$ cat src/hdl/soc_mem_pkg.sv
package soc_mem_pkg;

  // ---------------------------------------------------------------------------
  // widths
  // ---------------------------------------------------------------------------
  localparam int unsigned AddrWidth  = 32;
  localparam int unsigned DataWidth  = 64;
  localparam int unsigned StrbWidth  = DataWidth / 8;
  // byte offset inside a word that the decoder ignores
  localparam int unsigned WordOffset = 3;

  typedef logic [AddrWidth-1:0] addr_t;
  typedef logic [DataWidth-1:0] data_t;
  typedef logic [StrbWidth-1:0] strb_t;

  // ---------------------------------------------------------------------------
  // address map
  // ---------------------------------------------------------------------------
  localparam addr_t RomBase    = 32'h0001_0000;
  localparam addr_t RomLength  = 32'h0000_1000;
  localparam addr_t DramBase   = 32'h8000_0000;
  localparam addr_t DramLength = 32'h0000_4000;

  localparam int unsigned RomWords     = RomLength / StrbWidth;
  localparam int unsigned DramWords    = DramLength / StrbWidth;
  localparam int unsigned RomIdxWidth  = $clog2(RomWords);
  localparam int unsigned DramIdxWidth = $clog2(DramWords);

  // host port handshake states
  typedef enum logic [1:0] {
    PS_IDLE,
    PS_ISSUE,
    PS_WAIT,
    PS_ACK
  } port_state_e;

  // decoded destination of one access
  typedef enum logic [1:0] {
    TGT_ROM,
    TGT_DRAM,
    TGT_ERR
  } target_e;

  // boot rom word holds the index low and its inverse high
  function automatic data_t rom_word(input logic [RomIdxWidth-1:0] idx);
    logic [31:0] k;
    k = 32'(idx);
    return {~k, k};
  endfunction

endpackage

$ cat src/hdl/boot_rom.sv
`timescale 1ns/1ps

module boot_rom (
  input  logic                                clk_i,
  input  logic                                req_i,
  input  logic [soc_mem_pkg::RomIdxWidth-1:0] idx_i,
  output soc_mem_pkg::data_t                  rdata_o
);

  import soc_mem_pkg::*;

  data_t rom_data;

  // contents come from the index rule instead of a stored image
  assign rom_data = rom_word(idx_i);

  // one-cycle read with the output held between strobes
  always_ff @(posedge clk_i) begin
    if (req_i) begin
      rdata_o <= rom_data;
    end
  end

endmodule

$ cat config.mk
export PLATFORM = sky130hd
export DESIGN_NAME = boot_rom
export DESIGN_NICKNAME = d
export VERILOG_FILES = /design/src/hdl/soc_mem_pkg.sv /design/src/hdl/boot_rom.sv
export SDC_FILE = /design/constraint.sdc
export NUM_CORES = 1
export LEC_CHECK = 0
export BUFFER_PORTS_ARGS = -buffer_cell sky130_fd_sc_hd__clkbuf_2
export CELL_PAD_IN_SITES_DETAIL_PLACEMENT = 1
export CELL_PAD_IN_SITES_GLOBAL_PLACEMENT = 2
export CORE_MARGIN = 10
export CORE_UTILIZATION = 22
export CTS_BUF_LIST = sky130_fd_sc_hd__clkbuf_16
export DETAILED_ROUTE_END_ITERATION = 7
export GPL_TIMING_DRIVEN = 0
export PLACE_DENSITY = 0.93
export RECOVER_POWER = 50
export SLEW_MARGIN = 20
export SYNTH_ARGS = -nofsm -noshare
export SYNTH_HDL_FRONTEND = slang
export SYNTH_SLANG_ARGS = --single-unit
$ cat constraint.sdc
create_clock -name clk_i -period 0.8 [get_ports clk_i]
set_input_delay 0.16 -clock clk_i [delete_from_list [all_inputs] [get_ports clk_i]]
set_output_delay 0.16 -clock clk_i [all_outputs]
set_load 0.02 [all_outputs]
==> metrics.md <==
| Metric | Value |
|---|---|
| Clk sinks | 18 |
| Die width | 84.9 µm |
| Post-Syn Instances | 75 |
| Gr busiest metal | met2 |
| Required @ worst endpoint | 640 ps |
| Final setup vio count | 18 |
| CTS tree | built |
| Top cell type's share of synthesized area | 58.3% |
| Unrepaired setup endpoints after global routing | true |
| Leak pwr | 0.749 nW |
| Synth Area per Inst | 12.4 µm² |
| Synth Flop Type | edfxtp_1 |
| Synth area leaders | edfxtp_1 58%, buf_4 37%, inv_1 3.6% |
| Yosys warning count | 0 |
| #FFs+latches synth | 18 |
| Multi-input gate area | 173 µm² |
| PwrDens | 1930 mW/mm² |
| Critical Path AT | 790 ps |
| Clock-pin slew on the worst setup and hold paths | 50 ps |
| Synthesized area | 927 µm² |
| Root Driver | clkbuf_16 |
| Vias/cell | 2.97 |
| Gr usage total | 5.65% |
| Number of synthesized flops with an enable pin | 18 |
| Biggest register | rdata_o |
| Slowest stage cell, crit path | edfxtp_1 |
| Period utilisation layout | 119% |
| Worst setup EP type | primary output |
| Seq/Total Area, Yosys | 58.3% |
| Antenna Nets Post-Route | 0 |
| Synth area leader | edfxtp_1 |
| CP max stage delay | 400 ps |
| Clock Tree Buf Depth | 2 |
| Hold Crit Class | input pin to flop |
| Hold buffer count at CTS | 0 |
| First-pass GRT wire length | 3110 µm |
| Max cap viols | 0 |
| Remaining DRCs | 0 |
| Core Area | 0.00403 mm² |
| N_diodes | 0 |
| Total CTS buffers | 3 |
| IO Pins | 75 |
| CP Launch Type | flop |
| Final hold vios | 0 |
| Met3 Usage GRT | 2.87% |
| Maximum clock frequency | 1.05 GHz |
| GRT met2 Usage | 11.1% |
| Gpl congestion | 0.606 |
| Critical path class | flop to primary output |
| P&R area growth vs syn | 54.4% |
| Post-DP Area | 0.00129 mm² |
| Die ar. | 0.00721 mm² |
| Number of DRC markers in iteration 0 | 3 |
| Port Buffers | 28 |
| Vias in the first global route | 629 |
| Avg WL per Cell | 10.9 µm |
| Initial Util | 23.0% |
| Vias | 594 |
| Failing checks | setup timing |
| GRT met1 Usage | 3.61% |
| GR Overflow Total | 0 |
| Max VDD drop | 0.645 mV |
| Register Area | 541 µm² |
| Synth cell types | 4 |
| Fill cells | 493 |
| Top flop regs | rdata_o (18) |
| Async SR Flop Fraction | 0% |
| Family with the most delay on the worst path | flip-flops |
| Nets | 163 |
| Status | finished with violations |
| Die H | 84.9 µm |
| Commonest cells post-synth | 46 x buf_4, 18 x edfxtp_1, 9 x inv_1, 2 x conb_1 |
| Share of cells above drive strength 1 | 47.3% |
| Drt total wl | 2170 µm |
| Min Tclk post-route | 954 ps |
| Crit-path max FO | 1 |
| CP Buf/Inv Count | 1 |
| Core Util, Final | 35.5% |
| Cell area after layout | 0.00143 mm² |
| Largest register FFs | 18 |
| Most numerous cell in the Yosys netlist | buf_4 |
| CTS H-tree depth | 1 |
| CP cell instances | buf_6 |
| Post-route setup slack | -154 ps |
| Max Slew Vio Count | 0 |
| DRT Pass-1 Iters | 2 |
| Largest net degree at the start of global routing | 19 |
| Rows | 23 |
| Initial antenna violation count | 0 |
## cell families (layout without fill, tap and decap cells)
logic type	count (synthesis)	after routing	share of synthesized area (%)
buffers and inverters	55	86	40.9
DFF	18	18	58.3
other	2	46	0.810
## placed cells by master (no fill, tap or decap)
master / count
buf_6: 11
clkbuf_2: 4
clkbuf_1: 6
conb_1: 46
edfxtp_1: 18
inv_1: 9
buf_4: 46
buf_2: 7
clkbuf_16: 3
## where the power goes
part	leakage, nW	internal (mW)	switching, mW
registers	0.176	1.12	0.0263
clock network	0.0370	0.656	0.307
logic	0.536	0.263	0.384
total	0.749	2.04	0.717
## layout make-up
type	instances	area share, %
flip-flops and latches	18	37.8
repair buffers	28	14.1
multi-input cells	46	12.1
clock buffers	3	5.24
well taps	50	4.37
plain buffers	46	24.1
inverters	9	2.36
## metrics by stage
| stage | setup WS [ps] | power, mW | hold WS (ps) | TNS [ps] | instances |
|---|---|---|---|---|---|
| 6_report | -154 | 2.76 | 103 | -2260 | 200 |
| 5_1_grt | -173 | 2.86 | 101 | -2730 | 200 |
| 4_1_cts | -170 | 2.72 | 100 | -2520 | 200 |
| 3_5_place_dp | -105 | 1.75 | 355 | -1870 | 197 |
| 3_3_place_gp | -72.4 | 1.74 | 352 | -1280 | 197 |
| 2_1_floorplan | 191 | 1.63 | 259 | 0 | 119 |
## what timing repair did
action / CTS / global route
endpoints found under the setup margin: 18 / 18
gates resized for setup: 0 / 40
setup buffers: 0 / 0
gates cloned: 0 / 0
## worst paths after layout
kind                     from          end  slack [ps]  cells past startpoint
hold / removal       idx_i[8]   rdata_o[8]         100                      1
setup / recovery  rdata_o[33]  rdata_o[33]        -150                      1
## metal layers
metal  vias up  share of wire (%)
li1        290                  -
met1       264                 27
met2        36                 60
met3         4                9.8
met4         0                2.9
met5         -                  0
No activity file was read; power rests on OpenSTA's default activity.
