## src/hdl/soc_mem_pkg.sv

```systemverilog
package soc_mem_pkg;

  // ---------------------------------------------------------------------------
  // widths
  // ---------------------------------------------------------------------------
  localparam int unsigned AddrWidth  = 32;
  localparam int unsigned DataWidth  = 64;
  localparam int unsigned StrbWidth  = DataWidth / 8;
  // byte offset inside a word that the decoder ignores
  localparam int unsigned WordOffset = 3;

  typedef logic [AddrWidth-1:0] addr_t;
  typedef logic [DataWidth-1:0] data_t;
  typedef logic [StrbWidth-1:0] strb_t;

  // ---------------------------------------------------------------------------
  // address map
  // ---------------------------------------------------------------------------
  localparam addr_t RomBase    = 32'h0001_0000;
  localparam addr_t RomLength  = 32'h0000_1000;
  localparam addr_t DramBase   = 32'h8000_0000;
  localparam addr_t DramLength = 32'h0000_4000;

  localparam int unsigned RomWords     = RomLength / StrbWidth;
  localparam int unsigned DramWords    = DramLength / StrbWidth;
  localparam int unsigned RomIdxWidth  = $clog2(RomWords);
  localparam int unsigned DramIdxWidth = $clog2(DramWords);

  // host port handshake states
  typedef enum logic [1:0] {
    PS_IDLE,
    PS_ISSUE,
    PS_WAIT,
    PS_ACK
  } port_state_e;

  // decoded destination of one access
  typedef enum logic [1:0] {
    TGT_ROM,
    TGT_DRAM,
    TGT_ERR
  } target_e;

  // boot rom word holds the index low and its inverse high
  function automatic data_t rom_word(input logic [RomIdxWidth-1:0] idx);
    logic [31:0] k;
    k = 32'(idx);
    return {~k, k};
  endfunction

endpackage

```

## src/hdl/host_req_port.sv

```systemverilog
`timescale 1ns/1ps

module host_req_port (
  input  logic               clk_i,
  input  logic               rst_ni,
  // four-phase host side
  input  logic               req_i,
  input  logic               we_i,
  input  soc_mem_pkg::addr_t addr_i,
  input  soc_mem_pkg::data_t wdata_i,
  input  soc_mem_pkg::strb_t be_i,
  // response from the router
  input  logic               mem_rvalid_i,
  input  soc_mem_pkg::data_t mem_rdata_i,
  input  logic               mem_err_i,
  output logic               ack_o,
  output soc_mem_pkg::data_t rdata_o,
  output logic               err_o,
  // single-cycle access towards the router
  output logic               mem_req_o,
  output logic               mem_we_o,
  output soc_mem_pkg::addr_t mem_addr_o,
  output soc_mem_pkg::data_t mem_wdata_o,
  output soc_mem_pkg::strb_t mem_be_o
);

  import soc_mem_pkg::*;

  port_state_e state_d, state_q;
  data_t       rdata_q;
  logic        err_q;

  // ---------------------------------------------------------------------------
  // handshake FSM
  // ---------------------------------------------------------------------------
  always_comb begin
    state_d = state_q;
    unique case (state_q)
      PS_IDLE: begin
        if (req_i) begin
          state_d = PS_ISSUE;
        end
      end
      // one strobe per handshake
      PS_ISSUE: state_d = PS_WAIT;
      PS_WAIT: begin
        if (mem_rvalid_i) begin
          state_d = PS_ACK;
        end
      end
      // host drops req to close the transfer
      PS_ACK: begin
        if (!req_i) begin
          state_d = PS_IDLE;
        end
      end
      default: state_d = PS_IDLE;
    endcase
  end

  always_ff @(posedge clk_i or negedge rst_ni) begin
    if (!rst_ni) begin
      state_q <= PS_IDLE;
      rdata_q <= '0;
      err_q   <= 1'b0;
    end else begin
      state_q <= state_d;
      // response held for the whole ack phase
      if (state_q == PS_WAIT && mem_rvalid_i) begin
        rdata_q <= mem_rdata_i;
        err_q   <= mem_err_i;
      end
    end
  end

  // request fields latched when the handshake is accepted
  always_ff @(posedge clk_i) begin
    if (state_q == PS_IDLE && req_i) begin
      mem_we_o    <= we_i;
      mem_addr_o  <= addr_i;
      mem_wdata_o <= wdata_i;
      mem_be_o    <= be_i;
    end
  end

  assign mem_req_o = (state_q == PS_ISSUE);
  assign ack_o     = (state_q == PS_ACK);
  assign rdata_o   = rdata_q;
  assign err_o     = err_q;

endmodule

```

## config.mk

```make
export PLATFORM = sky130hd
export DESIGN_NAME = host_req_port
export DESIGN_NICKNAME = d
export VERILOG_FILES = /design/src/hdl/soc_mem_pkg.sv /design/src/hdl/host_req_port.sv
export SDC_FILE = /design/constraint.sdc
export NUM_CORES = 1
export LEC_CHECK = 0
export BUFFER_PORTS_ARGS = -buffer_cell sky130_fd_sc_hd__buf_2
export CAP_MARGIN = 5
export CORE_AREA = 3 3 133 135
export DETAILED_ROUTE_END_ITERATION = 10
export DIE_AREA = 0 0 136 138
export PLACE_DENSITY = 0.69
export SLEW_MARGIN = 30
export SYNTH_ARGS = -nofsm -noshare
export SYNTH_HDL_FRONTEND = slang
export SYNTH_SLANG_ARGS = --single-unit
export TNS_END_PERCENT = 50
```

## constraint.sdc

```tcl
create_clock -name clk_i -period 4.97 [get_ports clk_i]
set_input_delay 0.7455 -clock clk_i [delete_from_list [all_inputs] [get_ports clk_i]]
set_output_delay 0.7455 -clock clk_i [all_outputs]
set_load 0.05 [all_outputs]
```

==> results.yml <==
run_status:
  status: "complete, no violations"
power_and_ir_drop:
  irDropWorstVdd_mv: 0.532
  switching_share: 0.441
  power_frac_comb: 0.438
  leakage_nw: 4.03
  switching_power_mw: 2.75
  internal_power_mw: 3.50
  p_per_area_mw_per_mm2: 734
  clock_power_share: 0.210
  power.total_mw: 6.25
  power_frac_seq: 0.352
drt:
  drc_errors: 0
  totalWireLength_um: 14500
  wire_per_inst_um: 16.9
  antenna_left: 0
  dr.pass1.iters: 4
  vias: 3684
  via_per_inst: 4.31
  drt-initial-drc-count: 105
timing:
  fin_crit_sh: 0.470
  timing.fmax_ghz: 0.428
  tns_ns: 0
  setup_viol: 0
  rsz0062_at_grt: "no"
  tightestPinTransition_ns: 0.839
  fin_crit_ns: 2.34
  skew_ns: 0.00745
  report.final.slew_viol_count: 0
  relSlewSlack: 0.441
  hold_viol_final: 0
grt:
  antenna_found_initial: 2
  grt.overflow.total: 0
  grt_pass1_vias: 4017
  track_usage: 0.151
  grt_first_pass_wirelength_um: 21500
  grt_max_degree: 68
yosys:
  ys_types: 13
  synthArstFlopShare: 0.390
  synth-seq-cells: 172
  synth_area_leaders: "edfxtp_1 53%, dfrtp_1 28%, mux2_4 13%"
  synth_flop_cell: "edfxtp_1"
  synth_edf_count: 105
  ys_seq_area_frac: 0.814
  ys_warn_count: 0
  syn_inst: 259
  synthTopCellsByCount: "105 x edfxtp_1, 67 x dfrtp_1, 50 x mux2_4"
  netlist_area_sq_mm: 0.00594
  synth_top_area_frac: 0.531
  synth.avg_cell_area_sq_um: 22.9
  yosysMostFrequentCell: "edfxtp_1"
  synth_largest_area_cell: "edfxtp_1"
  syn-num-nets: 437
critical_path:
  path_class: "flip-flop to flip-flop"
  rrSetupSlack_ns: 2.63
  end_kind: "flip-flop"
  reg2reg_depth: 5
  r2r_start: "state_q[0]"
  crit_path_max_incr_delay_ns: 0.58
  r2r_end: "rdata_o[1]"
  crit_fanout: 45
  cp-start-kind: "flip-flop"
  slowest_stage: "nand2_4"
  path_cells: "inv_1, ha_1, nand2_4, buf_4, mux2_2"
  required_ns: 5.27
  worst_ep_arrival_time_ns: 2.63
hold_path:
  whs_endpoint: "mem_wdata_o[63]"
  hp-start: "wdata_i[63]"
  hp-class: "input port to flip-flop"
  holdPathStages: 1
placement:
  gp_congestion: 0.832
  dp_hpwl_um: 11200
  port_buffers: 345
die:
  fp.dieH_um: 138
  die-area_sq_mm: 0.0188
  core-area_sq_mm: 0.0166
  initial_core_util: 0.358
  die_x_um: 136
  io_pins: 346
  num_rows: 47
cts:
  numCtsBuffers: 17
  cts_tree: "yes"
  clock-sinks: 172
  cts_buffer_depth: 2
  clkLatencyLatePin_ns: 0.42
  path_clk_slew_ns: 0.07
  post_cts_buffers: 0
  ctsHoldBuffers: 0
  cts_root_buffer: "clkbuf_16"
  htree_levels: 4
  post_cts_resized: 0
layout:
  postLayoutCoreUtil: 0.513
  nets: 798
  drive_above_1_share: 0.709
  fillerInstances: 1443
  syn_to_final_growth_pct: 43.4
flow_run:
  max-cap-violations: 0
## worst max-delay path, delay by kind of cell (launching register included)
| family | cells | cell delay (ns) |
|---|---|---|
| buffers and inverters | 2 | 0.54 |
| AND/OR/NAND/NOR | 1 | 0.58 |
| flip-flops | 1 | 0.40 |
| adder cells (fa/ha/maj) | 1 | 0.25 |
| multiplexers | 1 | 0.38 |
## how the worst max path moves through the flow
stage	startpoint	cells past startpoint	endpoint
floorplan	req_i	1	mem_addr_o[0]
global placement	mem_rvalid_i	4	rdata_o[60]
detailed placement	mem_rvalid_i	4	rdata_o[61]
CTS	state_q[0]	5	rdata_o[61]
global route	state_q[0]	5	rdata_o[1]
finish	state_q[0]	5	rdata_o[1]
## flip-flops by register name, indices dropped and copies added (netlist names)
name and cells:
mem_addr_o 32, mem_wdata_o 64, state_q 2, err_o 1, mem_we_o 1, rdata_o 64, mem_be_o 8
## metal layers
metal / vias to the layer above / track usage / share of wire
met3: 17 / 0.0600 / 0.11
met5: - / 0 / 0
met4: 0 / 0.0483 / 0.017
li1: 1686 / - / -
met2: 224 / 0.267 / 0.51
met1: 1757 / 0.164 / 0.37
## cell usage in the layout (no fill, tap or decap)
| master | count |
|---|---|
| o221a_2 | 1 |
| dfrtp_1 | 67 |
| diode_2 | 2 |
| inv_8 | 6 |
| and2_4 | 1 |
| buf_4 | 4 |
| clkinv_4 | 1 |
| inv_1 | 4 |
| clkinv_8 | 2 |
| inv_6 | 1 |
| bufinv_16 | 1 |
| nor2_1 | 1 |
| nand2_4 | 1 |
| mux2_2 | 16 |
| buf_2 | 345 |
| clkbuf_16 | 17 |
| nand2_1 | 1 |
| edfxtp_1 | 105 |
| a2bb2oi_1 | 1 |
| clkinvlp_4 | 3 |
| ha_1 | 4 |
| clkinv_1 | 1 |
| mux2_4 | 50 |
## per-stage QoR
stage               cell area [sq um]  setup slack, ns  std cells  hold WS, ns
finish                           8510             2.63        855        0.499
global route                     8510             2.50        855        0.466
CTS                              8500             2.62        853        0.475
detailed placement               7910             2.52        821        0.487
global placement                 7910             2.57        821        0.483
floorplan                        5940             1.34        259        0.450
## logic make-up (layout without fill, tap and decap cells)
| kind of cell | count (synthesis) | in the layout | share of synthesized area |
|---|---|---|---|
| simple gates | 4 | 4 | 0.00295 |
| flops | 172 | 172 | 0.814 |
| mux | 66 | 66 | 0.157 |
| compound gates | 2 | 2 | 0.00337 |
| fa+ha+maj | 4 | 4 | 0.00843 |
| buf+inv | 11 | 385 | 0.0148 |
| other cells | 0 | 2 | 0 |
## area by class of cell
class / instances / area (sq um) / area share
Sequential cell: 172 / 4830 / 0.568
Timing Repair Buffer: 349 / 1760 / 0.206
Multi-Input combinational cell: 76 / 1030 / 0.121
Clock buffer: 17 / 425 / 0.0500
Tap cell: 220 / 275 / 0.0323
Clock inverter: 15 / 174 / 0.0204
Inverter: 4 / 15.0 / 0.00176
Antenna cell: 2 / 5.00 / 0.000588
## power by group through the flow
stage | sequential, mW | combinational, mW | clock [mW]
2_1_floorplan | 3.67 | 0.689 | 0
3_3_place_gp | 2.21 | 2.72 | 0
3_5_place_dp | 2.21 | 2.77 | 0
4_1_cts | 2.20 | 2.76 | 1.35
5_1_grt | 2.25 | 2.85 | 1.42
6_report | 2.20 | 2.74 | 1.31
Power figures use the tool's default switching activity.
