<file path="src/hdl/soc_mem_pkg.sv">
package soc_mem_pkg;

  // ---------------------------------------------------------------------------
  // widths
  // ---------------------------------------------------------------------------
  localparam int unsigned AddrWidth  = 32;
  localparam int unsigned DataWidth  = 64;
  localparam int unsigned StrbWidth  = DataWidth / 8;
  // byte offset inside a word that the decoder ignores
  localparam int unsigned WordOffset = 3;

  typedef logic [AddrWidth-1:0] addr_t;
  typedef logic [DataWidth-1:0] data_t;
  typedef logic [StrbWidth-1:0] strb_t;

  // ---------------------------------------------------------------------------
  // address map
  // ---------------------------------------------------------------------------
  localparam addr_t RomBase    = 32'h0001_0000;
  localparam addr_t RomLength  = 32'h0000_1000;
  localparam addr_t DramBase   = 32'h8000_0000;
  localparam addr_t DramLength = 32'h0000_4000;

  localparam int unsigned RomWords     = RomLength / StrbWidth;
  localparam int unsigned DramWords    = DramLength / StrbWidth;
  localparam int unsigned RomIdxWidth  = $clog2(RomWords);
  localparam int unsigned DramIdxWidth = $clog2(DramWords);

  // host port handshake states
  typedef enum logic [1:0] {
    PS_IDLE,
    PS_ISSUE,
    PS_WAIT,
    PS_ACK
  } port_state_e;

  // decoded destination of one access
  typedef enum logic [1:0] {
    TGT_ROM,
    TGT_DRAM,
    TGT_ERR
  } target_e;

  // boot rom word holds the index low and its inverse high
  function automatic data_t rom_word(input logic [RomIdxWidth-1:0] idx);
    logic [31:0] k;
    k = 32'(idx);
    return {~k, k};
  endfunction

endpackage

</file>
<file path="src/hdl/mem_router.sv">
`timescale 1ns/1ps

module mem_router (
  input  logic                                 clk_i,
  input  logic                                 rst_ni,
  input  logic                                 mem_req_i,
  input  logic                                 mem_we_i,
  input  soc_mem_pkg::addr_t                   mem_addr_i,
  input  soc_mem_pkg::data_t                   mem_wdata_i,
  input  soc_mem_pkg::strb_t                   mem_be_i,
  input  soc_mem_pkg::data_t                   rom_rdata_i,
  input  soc_mem_pkg::data_t                   sram_rdata_i,
  output logic                                 mem_rvalid_o,
  output soc_mem_pkg::data_t                   mem_rdata_o,
  output logic                                 mem_err_o,
  output logic                                 rom_req_o,
  output logic [soc_mem_pkg::RomIdxWidth-1:0]  rom_idx_o,
  output logic                                 sram_req_o,
  output logic                                 sram_we_o,
  output logic [soc_mem_pkg::DramIdxWidth-1:0] sram_idx_o,
  output soc_mem_pkg::data_t                   sram_wdata_o,
  output soc_mem_pkg::strb_t                   sram_be_o
);

  import soc_mem_pkg::*;

  target_e tgt;
  target_e tgt_q;
  logic    valid_q;
  logic    we_q;
  data_t   rdata_sel;

  // ---------------------------------------------------------------------------
  // address decode
  // ---------------------------------------------------------------------------
  always_comb begin
    if (mem_addr_i >= RomBase && mem_addr_i < RomBase + RomLength) begin
      // rom is read-only
      tgt = mem_we_i ? TGT_ERR : TGT_ROM;
    end else if (mem_addr_i >= DramBase && mem_addr_i < DramBase + DramLength) begin
      tgt = TGT_DRAM;
    end else begin
      tgt = TGT_ERR;
    end
  end

  assign rom_req_o    = mem_req_i && (tgt == TGT_ROM);
  assign rom_idx_o    = mem_addr_i[WordOffset +: RomIdxWidth];
  assign sram_req_o   = mem_req_i && (tgt == TGT_DRAM);
  assign sram_we_o    = mem_we_i;
  assign sram_idx_o   = mem_addr_i[WordOffset +: DramIdxWidth];
  assign sram_wdata_o = mem_wdata_i;
  assign sram_be_o    = mem_be_i;

  // ---------------------------------------------------------------------------
  // response pipeline
  // ---------------------------------------------------------------------------
  // stage 1 runs in parallel with the target read
  always_ff @(posedge clk_i or negedge rst_ni) begin
    if (!rst_ni) begin
      valid_q      <= 1'b0;
      tgt_q        <= TGT_ERR;
      we_q         <= 1'b0;
      mem_rvalid_o <= 1'b0;
      mem_err_o    <= 1'b0;
    end else begin
      valid_q      <= mem_req_i;
      mem_rvalid_o <= valid_q;
      if (mem_req_i) begin
        tgt_q <= tgt;
        we_q  <= mem_we_i;
      end
      if (valid_q) begin
        mem_err_o <= (tgt_q == TGT_ERR);
      end
    end
  end

  // writes and errors answer with zero data
  always_comb begin
    rdata_sel = '0;
    if (!we_q) begin
      unique case (tgt_q)
        TGT_ROM:  rdata_sel = rom_rdata_i;
        TGT_DRAM: rdata_sel = sram_rdata_i;
        default:  rdata_sel = '0;
      endcase
    end
  end

  always_ff @(posedge clk_i) begin
    if (valid_q) begin
      mem_rdata_o <= rdata_sel;
    end
  end

endmodule

</file>
<file path="config.mk">
export PLATFORM = sky130hd
export DESIGN_NAME = mem_router
export DESIGN_NICKNAME = d
export VERILOG_FILES = /design/src/hdl/soc_mem_pkg.sv /design/src/hdl/mem_router.sv
export SDC_FILE = /design/constraint.sdc
export NUM_CORES = 1
export LEC_CHECK = 0
export BUFFER_PORTS_ARGS = -buffer_cell sky130_fd_sc_hd__buf_2
export CORE_AREA = 2 2 155 157
export DETAILED_ROUTE_END_ITERATION = 7
export DIE_AREA = 0 0 157 159
export GPL_ROUTABILITY_DRIVEN = 0
export PLACE_DENSITY_LB_ADDON = 0.08
export SLEW_MARGIN = 0
export SYNTH_ARGS = -nofsm -noshare
export SYNTH_HDL_FRONTEND = slang
export SYNTH_SLANG_ARGS = --single-unit
</file>
<file path="constraint.sdc">
create_clock -name clk_i -period 2.27 [get_ports clk_i]
set_input_delay 0.454 -clock clk_i [delete_from_list [all_inputs] [get_ports clk_i]]
set_output_delay 0.454 -clock clk_i [all_outputs]
set_load 0.01 [all_outputs]
</file>
==> results.md, run 1 <==
* Status: completed
* Reg power frac at 44.3%
* Area grow syn2layout at 30.5%
* Worst Setup Start Kind: input port
* Syn Inst Count at about 320
* TritonCTS clock tree: done
* Top cell by count, worst path: buf_2
* Mapped Area at slightly below 4000 µm²
* Synth top area cells: edfxtp_1, buf_4, mux2i_1
* Vias at 2739
* Area of the die at about 25000 µm²
* Clock skew at between 9 and 10 ps
* Power per cell area at between 600 and 700 nW/µm²
* DR WL/cell at 18.4 µm
* XOR/XNOR Fraction of Synth Area at 0%
* Syn_nets at 560
* Critical setup path kind: in2out
* Setup repair after global routing missed its margin: no
* Top cell type's share of synthesized area at between 40 and 50%
* Vias per cell at 3.51
* Final period util at around 84%
* Core ar. at roughly 23000 µm²
* Sequential area share after synthesis at 53.9%
* Overall routing resource usage at between 10% and 20%
* Setup tns final at 0 ps
* Layout cell share with drive strength beyond 1 at between 50 and 60%
* Area share of fa/ha/maj cells after synthesis at 0%
* Post-synth top area cell: edfxtp_1
* Compound-cell area share of the yosys netlist at less than 1%
* EDFF count, synth at 64
* Final hold vios at 0
* Total CTS buffers at 9
* Max-Cap Viols at 0
* Critical path's slowest cell: nor4b_1
* Fmax at 0.524 GHz
* Nets at 691
* Die Wd at between 150 and 200 µm
* Count of unique library cells instantiated by Yosys at 24
* First-pass GRT wire length at roughly 20000 µm
* Relative slew slack at a little over two thirds
* H-Tree Level Count at 3
* Pint at between 0.002 and 0.003 W
* Synth Flop Type: edfxtp_1
* # rows at between 50 and 60
* Buffer type at the clock tree root: clkbuf_16
* Clk slew on worst S/H paths at ~60 ps
* DRC at 0
* Type of the most critical hold path: in2reg
* Die height at between 150 and 200 µm
* Detailed Place HPWL at ~12000 µm
* Setup crit end kind: output pin
* Switching part of the total at 22.4%
* Worst-Skew Late Latency at ~340 ps
* CTS Sinks at 70
* Final antenna-violating net count at 0
* Largest net degree at the start of global routing at between 60 and 70
* Ports at around 400
* Minimum clock period at between 1500 and 2000 ps
* Crit-path max cell delay at ~280 ps
* Max-slew violation count at 0
* Pwr Total at approximately 0.0033 W
* Least-Margin Pin Slew at 445 ps
* WP buf/inv at 2
* Initial antenna violation count at 1
* Synth Area per Inst at 11.9 µm²
* Mux contribution to synthesized area at around 17%
* Post-synthesis simple-gate area fraction at under 10%
* DR pass1 iterations at 4
* Leakage at a little over 2 nW
* Psw at ~0.00074 W
* Seq cells post-synth at 70
* Global route overflow at 0
* Final setup violation count at 0
* FFs w/ async S/R, synth at 8.57%
* Main combinational cell family by area after synthesis: buffers and inverters
* YS warnings at 0
* Maximum vdd ir drop at between 0.2 and 0.3 mV
* Buffers on Ports at 222
* Logic pwr share at between 8 and 9%
* Starting density of the core at 16.6%
* Crit-path cells: buf_2, nor4b_1, nand3_1, nor4_1, buf_2
* Max FO, Critical Path at 4
* Worst EP arrival at between 1000 and 1500 ps
* Clock share of power at ~47%
* Final WL at approximately 14000 µm
* CP delay by family, top: simple AND/OR/NAND/NOR gates
* CTS Buffer Depth at 2
* WP data required at 1820 ps
* Vias in the first global route at 2834
* DRT iter0 DRCs at 62
-- cell type report --
class / count / area, µm²
Fill cell: 2555 / 18200
Sequential cell: 70 / 2080
Timing Repair Buffer: 227 / 1200
Multi-Input combinational cell: 146 / 1010
Tap cell: 319 / 399
Clock buffer: 10 / 229
Clock inverter: 6 / 93.8
Inverter: 1 / 3.75
Antenna cell: 1 / 2.50
-- cell families after synthesis --
| group | Yosys count |
|---|---|
| AOI/OAI and AO/OA | 4 |
| muxes | 65 |
| buffers and inverters | 108 |
| and+or+nand+nor | 77 |
| DFF | 70 |
-- per-stage QoR --
step	setup WS, ps	hold slack (ps)	cells	utilization, %	area, µm²
finish	363	298	780	21.6	5020
global route	215	280	779	21.6	5020
CTS	357	277	779	21.6	5020
detailed placement	359	288	762	20.2	4690
global placement	331	293	762	20.2	4690
floorplan	165	158	324	-	3850
-- what timing repair did --
| action | CTS | global route |
|---|---|---|
| endpoints found under the setup margin | 0 | 0 |
| hold endpoints to repair | 5 | 0 |
| buffers inserted | 0 | 0 |
| hold buffers | 1 | 0 |
| gates resized for setup | 0 | 0 |
-- synth_stat cells (all sizes together), types with 2 or more instances --
cell type and count:
dfrtp 5, nor2 65, buf 103, mux2i 64, edfxtp 64, clkbuf 4
nor3 2, nor4 3
-- worst paths after layout --
kind / from / end / slack (ps) / cells past startpoint
min in group asynchronous: rst_ni / we_q$_DFFE_PN0P_ / 470 / 2
hold reg to reg: we_q$_DFFE_PN0P_ / we_q$_DFFE_PN0P_ / 500 / 1
max in group asynchronous: rst_ni / tgt_q[1]$_DFFE_PN1P_ / 1580 / 2
hold / removal: mem_req_i / valid_q$_DFF_PN0_ / 300 / 1
setup reg to reg: tgt_q[0]$_DFFE_PN0P_ / mem_rdata_o[17]$_SDFFCE_PP0P_ / 800 / 3
setup / recovery: mem_addr_i[21] / rom_req_o / 360 / 5
-- power by group through the flow --
| stage | Combinational (W) | Clock, W | Sequential (W) |
|---|---|---|---|
| floorplan | 0.000213 | 0 | 0.00153 |
| detailed placement | 0.000288 | 0 | 0.00150 |
| CTS | 0.000291 | 0.00166 | 0.00147 |
| global route | 0.000312 | 0.00168 | 0.00147 |
| global placement | 0.000290 | 0 | 0.00150 |
| finish | 0.000282 | 0.00157 | 0.00147 |
-- worst register-to-register path: stages (launching register included) --
cell and delay [ps]:
dfrtp_4 590, buf_12 260, mux2i_1 310, nor2_1 60
-- flip-flops by register name (all words and copies together) (netlist names) --
| signal | count |
|---|---|
| mem_err_o | 1 |
| mem_rdata_o | 64 |
| mem_rvalid_o | 1 |
| tgt_q | 2 |
| valid_q | 1 |
| we_q | 1 |
-- layout by cell type, fill, tap and decap left out, drive strengths merged, types with 2 or more instances in the layout --
cell type / count
mux2i: 64
nor2: 65
nor3: 2
clkbuf: 10
nor4: 3
dfrtp: 5
bufinv: 2
buf: 226
edfxtp: 64
inv: 3
-- routing by layer --
layer	wire, µm	vias to the layer above	global-route usage, %
li1	-	1293	-
met3	2110	29	6.94
met5	0	-	0
met1	4640	1200	9.93
met4	245	0	3.59
met2	7380	217	20.1
Power figures use the tool's default switching activity.
==> run 2: changes to the inputs <==
clock period = 1.8 ns   (was 2.27 ns; I/O delays follow)
==> results.md, run 2 (synthesis gave the netlist of run 1 again) <==
* Placement Setup Slack at -13.3 ps
* DRC at 0
* Leakage at about 2.1 nW
* Status: completed
* Number of flip-flops in the largest register at 64
* Buffer type at the clock tree root: clkbuf_16
* Area of the die at 25000 µm²
* Setup repair after global routing missed its margin: no
* Starting density of the core at roughly 17%
* DRT iter0 DRCs at approximately 100
* Met1 GRT Util at roughly 10%
* Met2 GRT Util at approximately 22%
* H-Tree Level Count at 3
* Final setup violation count at 0
* Core ar. at approximately 23000 µm²
* Final cell count without fillers at between 700 and 800
* Nets at roughly 700
* Type of the most critical hold path: in2reg
* Clock skew at between 5 and 6 ps
* Global route overflow at 0
* Reg power frac at about 44%
* Logic pwr share at a little under a tenth
* Largest net degree at the start of global routing at 42
* DR pass1 iterations at 4
* Pwr Total at around 0.0042 W
* DR WL/cell at roughly 20 µm
* Final worst slack at approximately 100 ps
* Relative slew slack at between 60 and 70%
* R2R depth at 3
* Top reg by flops: mem_rdata_o
* Switching part of the total at about 22%
* CTS Sinks at 70
* Most common cell after layout, fill and taps aside: buf_2
* Buffers on Ports at 222
* # diodes at 0
* Ports at ~400
* Critical path endpoint: rom_req_o
* Pint at between 0.003 and 0.004 W
* Minimum clock period at about 1700 ps
* Placed Cells at approximately 770
* Maximum vdd ir drop at 0.424 mV
* Biggest regs: mem_rdata_o: 64 flops, tgt_q: 2 flops
* Worst Setup Start Kind: input port
* Clock share of power at 46.4%
* Critical setup path kind: in2out
* Final antenna-violating net count at 0
* Flop2flop setup slack at 410 ps
* R2r startpoint: tgt_q[0]$_DFFE_PN0P_
* Least-Margin Pin Slew at ~460 ps
* Detailed Place HPWL at 13000 µm
* Max FO, Critical Path at 2
* First-pass GRT wire length at 21100 µm
* Most utilized layer in the global route result: met2
* Vias in the first global route at roughly 2900
* Vias at 2812
* # rows at 56
* Final hold vios at 0
* Psw at 0.000923 W
* Initial antenna violation count at 0
* Final core utilization at between 20% and 30%
* Worst-Skew Late Latency at ~330 ps
* Reg2reg end: mem_rdata_o[24]$_SDFFCE_PP0P_
* Fmax at between 0.5 and 0.6 GHz
* Total CTS buffers at 9
* Die Wd at between 150 and 200 µm
* Crit path from: mem_addr_i[31]
* Final period util at about 94%
* Max-slew violation count at 0
* Most frequent cells in the layout: buf_2, nor2_1, mux2i_1, edfxtp_1, clkbuf_16
* Layout cell share with drive strength beyond 1 at 56.0%
* Max-Cap Viols at 0
* Hold Path Depth at 2
* Area grow syn2layout at 33.7%
* Overall routing resource usage at between 10% and 20%
* Worst EP arrival at roughly 1300 ps
* TritonCTS clock tree: done
* Final WL at between 15000 and 20000 µm
* Die height at between 150 and 200 µm
* Power per cell area at ~800 nW/µm²
* Vias per cell at roughly 3.6
* CTS Buffer Depth at 2
* Setup crit end kind: output pin
* Met3 Usage GRT at a little under 8%
* WP data required at between 1000 and 1500 ps
* Clk slew on worst S/H paths at ~60 ps
[run 2: what timing repair did]
action / 4_1_cts / 5_1_grt
endpoints found under the setup margin: 1 / 2
endpoints found under the hold margin: 5 / 0
pin swaps: 2 / 4
setup buffers: 0 / 0
resized for setup: 2 / 10
hold buffers: 1 / 0
[run 2: final cells by class]
cell class,count,area [µm²]
Clock buffer,10,229
Multi-Input combinational cell,146,1070
Clock inverter,6,86.3
Inverter,1,3.75
Sequential cell,70,2080
Tap cell,319,399
Fill cell,2549,18100
Timing Repair Buffer,233,1270
[run 2: critical path: stages]
cell and delay, ps:
buf_2 100, or4b_4 560, nor4_4 140, buf_4 170
[run 2: power by group through the flow]
| stage | logic (W) | registers (W) | clock network [W] |
|---|---|---|---|
| CTS | 0.000393 | 0.00184 | 0.00202 |
| global placement | 0.000390 | 0.00187 | 0 |
| finish | 0.000390 | 0.00184 | 0.00193 |
| global route | 0.000429 | 0.00184 | 0.00207 |
| detailed placement | 0.000388 | 0.00187 | 0 |
| floorplan | 0.000268 | 0.00193 | 0 |
[run 2: routing by layer]
| layer | vias up | wire length (µm) | part of all wire [%] |
|---|---|---|---|
| met1 | 1263 | 4670 | 30 |
| met3 | 18 | 2470 | 16 |
| met5 | - | 0 | 0 |
| met2 | 232 | 8190 | 52 |
| li1 | 1299 | - | - |
| met4 | 0 | 394 | 2.5 |
[run 2: worst min-delay path by stage]
stage / start / to / slack [ps]
4_1_cts: mem_req_i / valid_q$_DFF_PN0_ / 260
6_report: mem_req_i / valid_q$_DFF_PN0_ / 270
3_3_place_gp: rst_ni / tgt_q[0]$_DFFE_PN0P_ / 200
5_1_grt: mem_req_i / valid_q$_DFF_PN0_ / 280
2_1_floorplan: rst_ni / mem_err_o$_DFFE_PN0P_ / 60
3_5_place_dp: rst_ni / tgt_q[0]$_DFFE_PN0P_ / 200
[run 2: through the flow]
step | hold slack [ps] | setup TNS, ps | cell area (µm²)
after global placement | 202 | -30.8 | 4740
final | 274 | 0 | 5140
after CTS | 256 | 0 | 5080
after detailed placement | 203 | -13.3 | 4740
after global routing | 276 | 0 | 5140
after floorplan | 64.4 | 0 | 3850
==> run 3: changes to the inputs <==
BUFFER_PORTS_ARGS = not set   (was -buffer_cell sky130_fd_sc_hd__buf_2)
CORE_AREA = 2 2 153 155   (was 2 2 155 157)
DIE_AREA = 0 0 155 157   (was 0 0 157 159)
DONT_BUFFER_PORTS = 1   (was not set)
==> results.md, run 3 (synthesis gave the netlist of run 1 again) <==
* Status: completed
* DR pass1 iterations at 4
* First-pass GRT wire length at 17200 µm
* Flop2flop setup slack at roughly 390 ps
* # rows at 55
* Total CTS buffers at 9
* Clk slew on worst S/H paths at 60 ps
* Starting density of the core at 17.1%
* Most common cell after layout, fill and taps aside: nor2_1
* Setup tns final at 0 ps
* Setup crit end kind: output pin
* Overall routing resource usage at 10.4%
* Largest net degree at the start of global routing at 38
* Nets at between 400 and 500
* Area grow syn2layout at -0.358%
* Final antenna-violating net count at 0
* Global route overflow at 0
* Final WL at between 10000 and 15000 µm
* Die height at ~160 µm
* Storage element area at about 2100 µm²
* Fill cells at 2447
* Final period util at approximately 91%
* Top reg by flops: mem_rdata_o
* Maximum vdd ir drop at approximately 0.27 mV
* # diodes at 0
* Clock skew at approximately 8.0 ps
* Max FO, Critical Path at 4
* Final core utilization at between 10% and 20%
* Vias at 2005
* Final hold vios at 0
* Least-Margin Pin Slew at ~450 ps
* CTS Sinks at 70
* Power per cell area at about 950 nW/µm²
* Vias in the first global route at 2090
* Relative slew slack at ~70%
* Area taken by multi-input logic gates at approximately 1000 µm²
* Critical setup path kind: in2out
* Buffer type at the clock tree root: clkbuf_16
* Leakage at about 1.1 nW
* Initial antenna violation count at 0
* Final setup violation count at 0
* H-Tree Level Count at 3
* Core ar. at ~23000 µm²
* Worst Setup Start Kind: input port
* Type of the most critical hold path: in2reg
* Number of flip-flops in the largest register at 64
* Max-slew violation count at 0
* DRC at 0
* CTS Buffer Depth at 2
* Fmax at between 0.6 and 0.7 GHz
* Setup repair after global routing missed its margin: no
* Ports at between 300 and 400
* Area of the die at 24300 µm²
* Worst-Skew Late Latency at 340 ps
* TritonCTS clock tree: done
* WP data required at 1440 ps
* Vias per cell at roughly 3.8
* Layout cell share with drive strength beyond 1 at 11.6%
* Worst EP arrival at around 1300 ps
* Most frequent cells in the layout: nor2_1, mux2i_1, edfxtp_1
* DR WL/cell at around 26 µm
* Max-Cap Viols at 0
* Minimum clock period at ~1600 ps
* DRT iter0 DRCs at 81
* Die Wd at roughly 160 µm
* Biggest regs: mem_rdata_o: 64 flops, tgt_q: 2 flops
* Buffers on Ports at 0
* Post-CTS Resized at 0
## run 3: critical path: stages
cell	delay (ps)
nor4b_1	300
nand3_1	200
nor4_1	260
buf_4	160
## run 3: layout make-up
cell class                      count  share of cell area, %
Clock buffer                       12                   6.17
Clock inverter                      4                  0.620
Inverter                            1                 0.0979
Multi-Input combinational cell    146                   26.4
Sequential cell                    70                   54.3
Tap cell                          285                   9.30
Timing Repair Buffer                9                   3.13
## run 3: repair_timing
action,in CTS,in global routing
hold buffers,1,0
endpoints found under the setup margin,0,0
buffers inserted,0,0
hold endpoints to repair,6,0
## run 3: where the power goes
| group | internal (W) | switching [W] |
|---|---|---|
| logic | 0.0000466 | 0.0000520 |
| clock network | 0.000930 | 0.000700 |
| registers | 0.00183 | 0.0000694 |
| total | 0.00281 | 0.000822 |
## run 3: through the flow
step	hold slack, ps	setup slack (ps)	total power (W)	cell area (µm²)	std cells
final	45.2	154	0.00363	3830	527
after global routing	17.5	17.1	0.00381	3830	527
after CTS	21.2	169	0.00373	3830	527
after detailed placement	64.6	178	0.00204	3560	510
after global placement	64.6	174	0.00204	3560	510
after floorplan	64.4	194	0.00219	3850	324
## run 3: final timing paths
check | to | cells after the start | from
min in group asynchronous | valid_q$_DFF_PN0_ | 1 | rst_ni
max | rom_req_o | 4 | mem_addr_i[21]
max reg2reg | mem_rdata_o[38]$_SDFFCE_PP0P_ | 3 | tgt_q[1]$_DFFE_PN1P_
min reg2reg | we_q$_DFFE_PN0P_ | 1 | we_q$_DFFE_PN0P_
min | valid_q$_DFF_PN0_ | 0 | mem_req_i
max in group asynchronous | tgt_q[1]$_DFFE_PN1P_ | 1 | rst_ni
## run 3: layer usage
layer,GRT usage (%),routed length [µm],vias up
li1,-,-,848
met1,8.59,3850,923
met5,0.414,0,-
met4,5.86,499,0
met3,7.35,2080,32
met2,18.2,7020,202
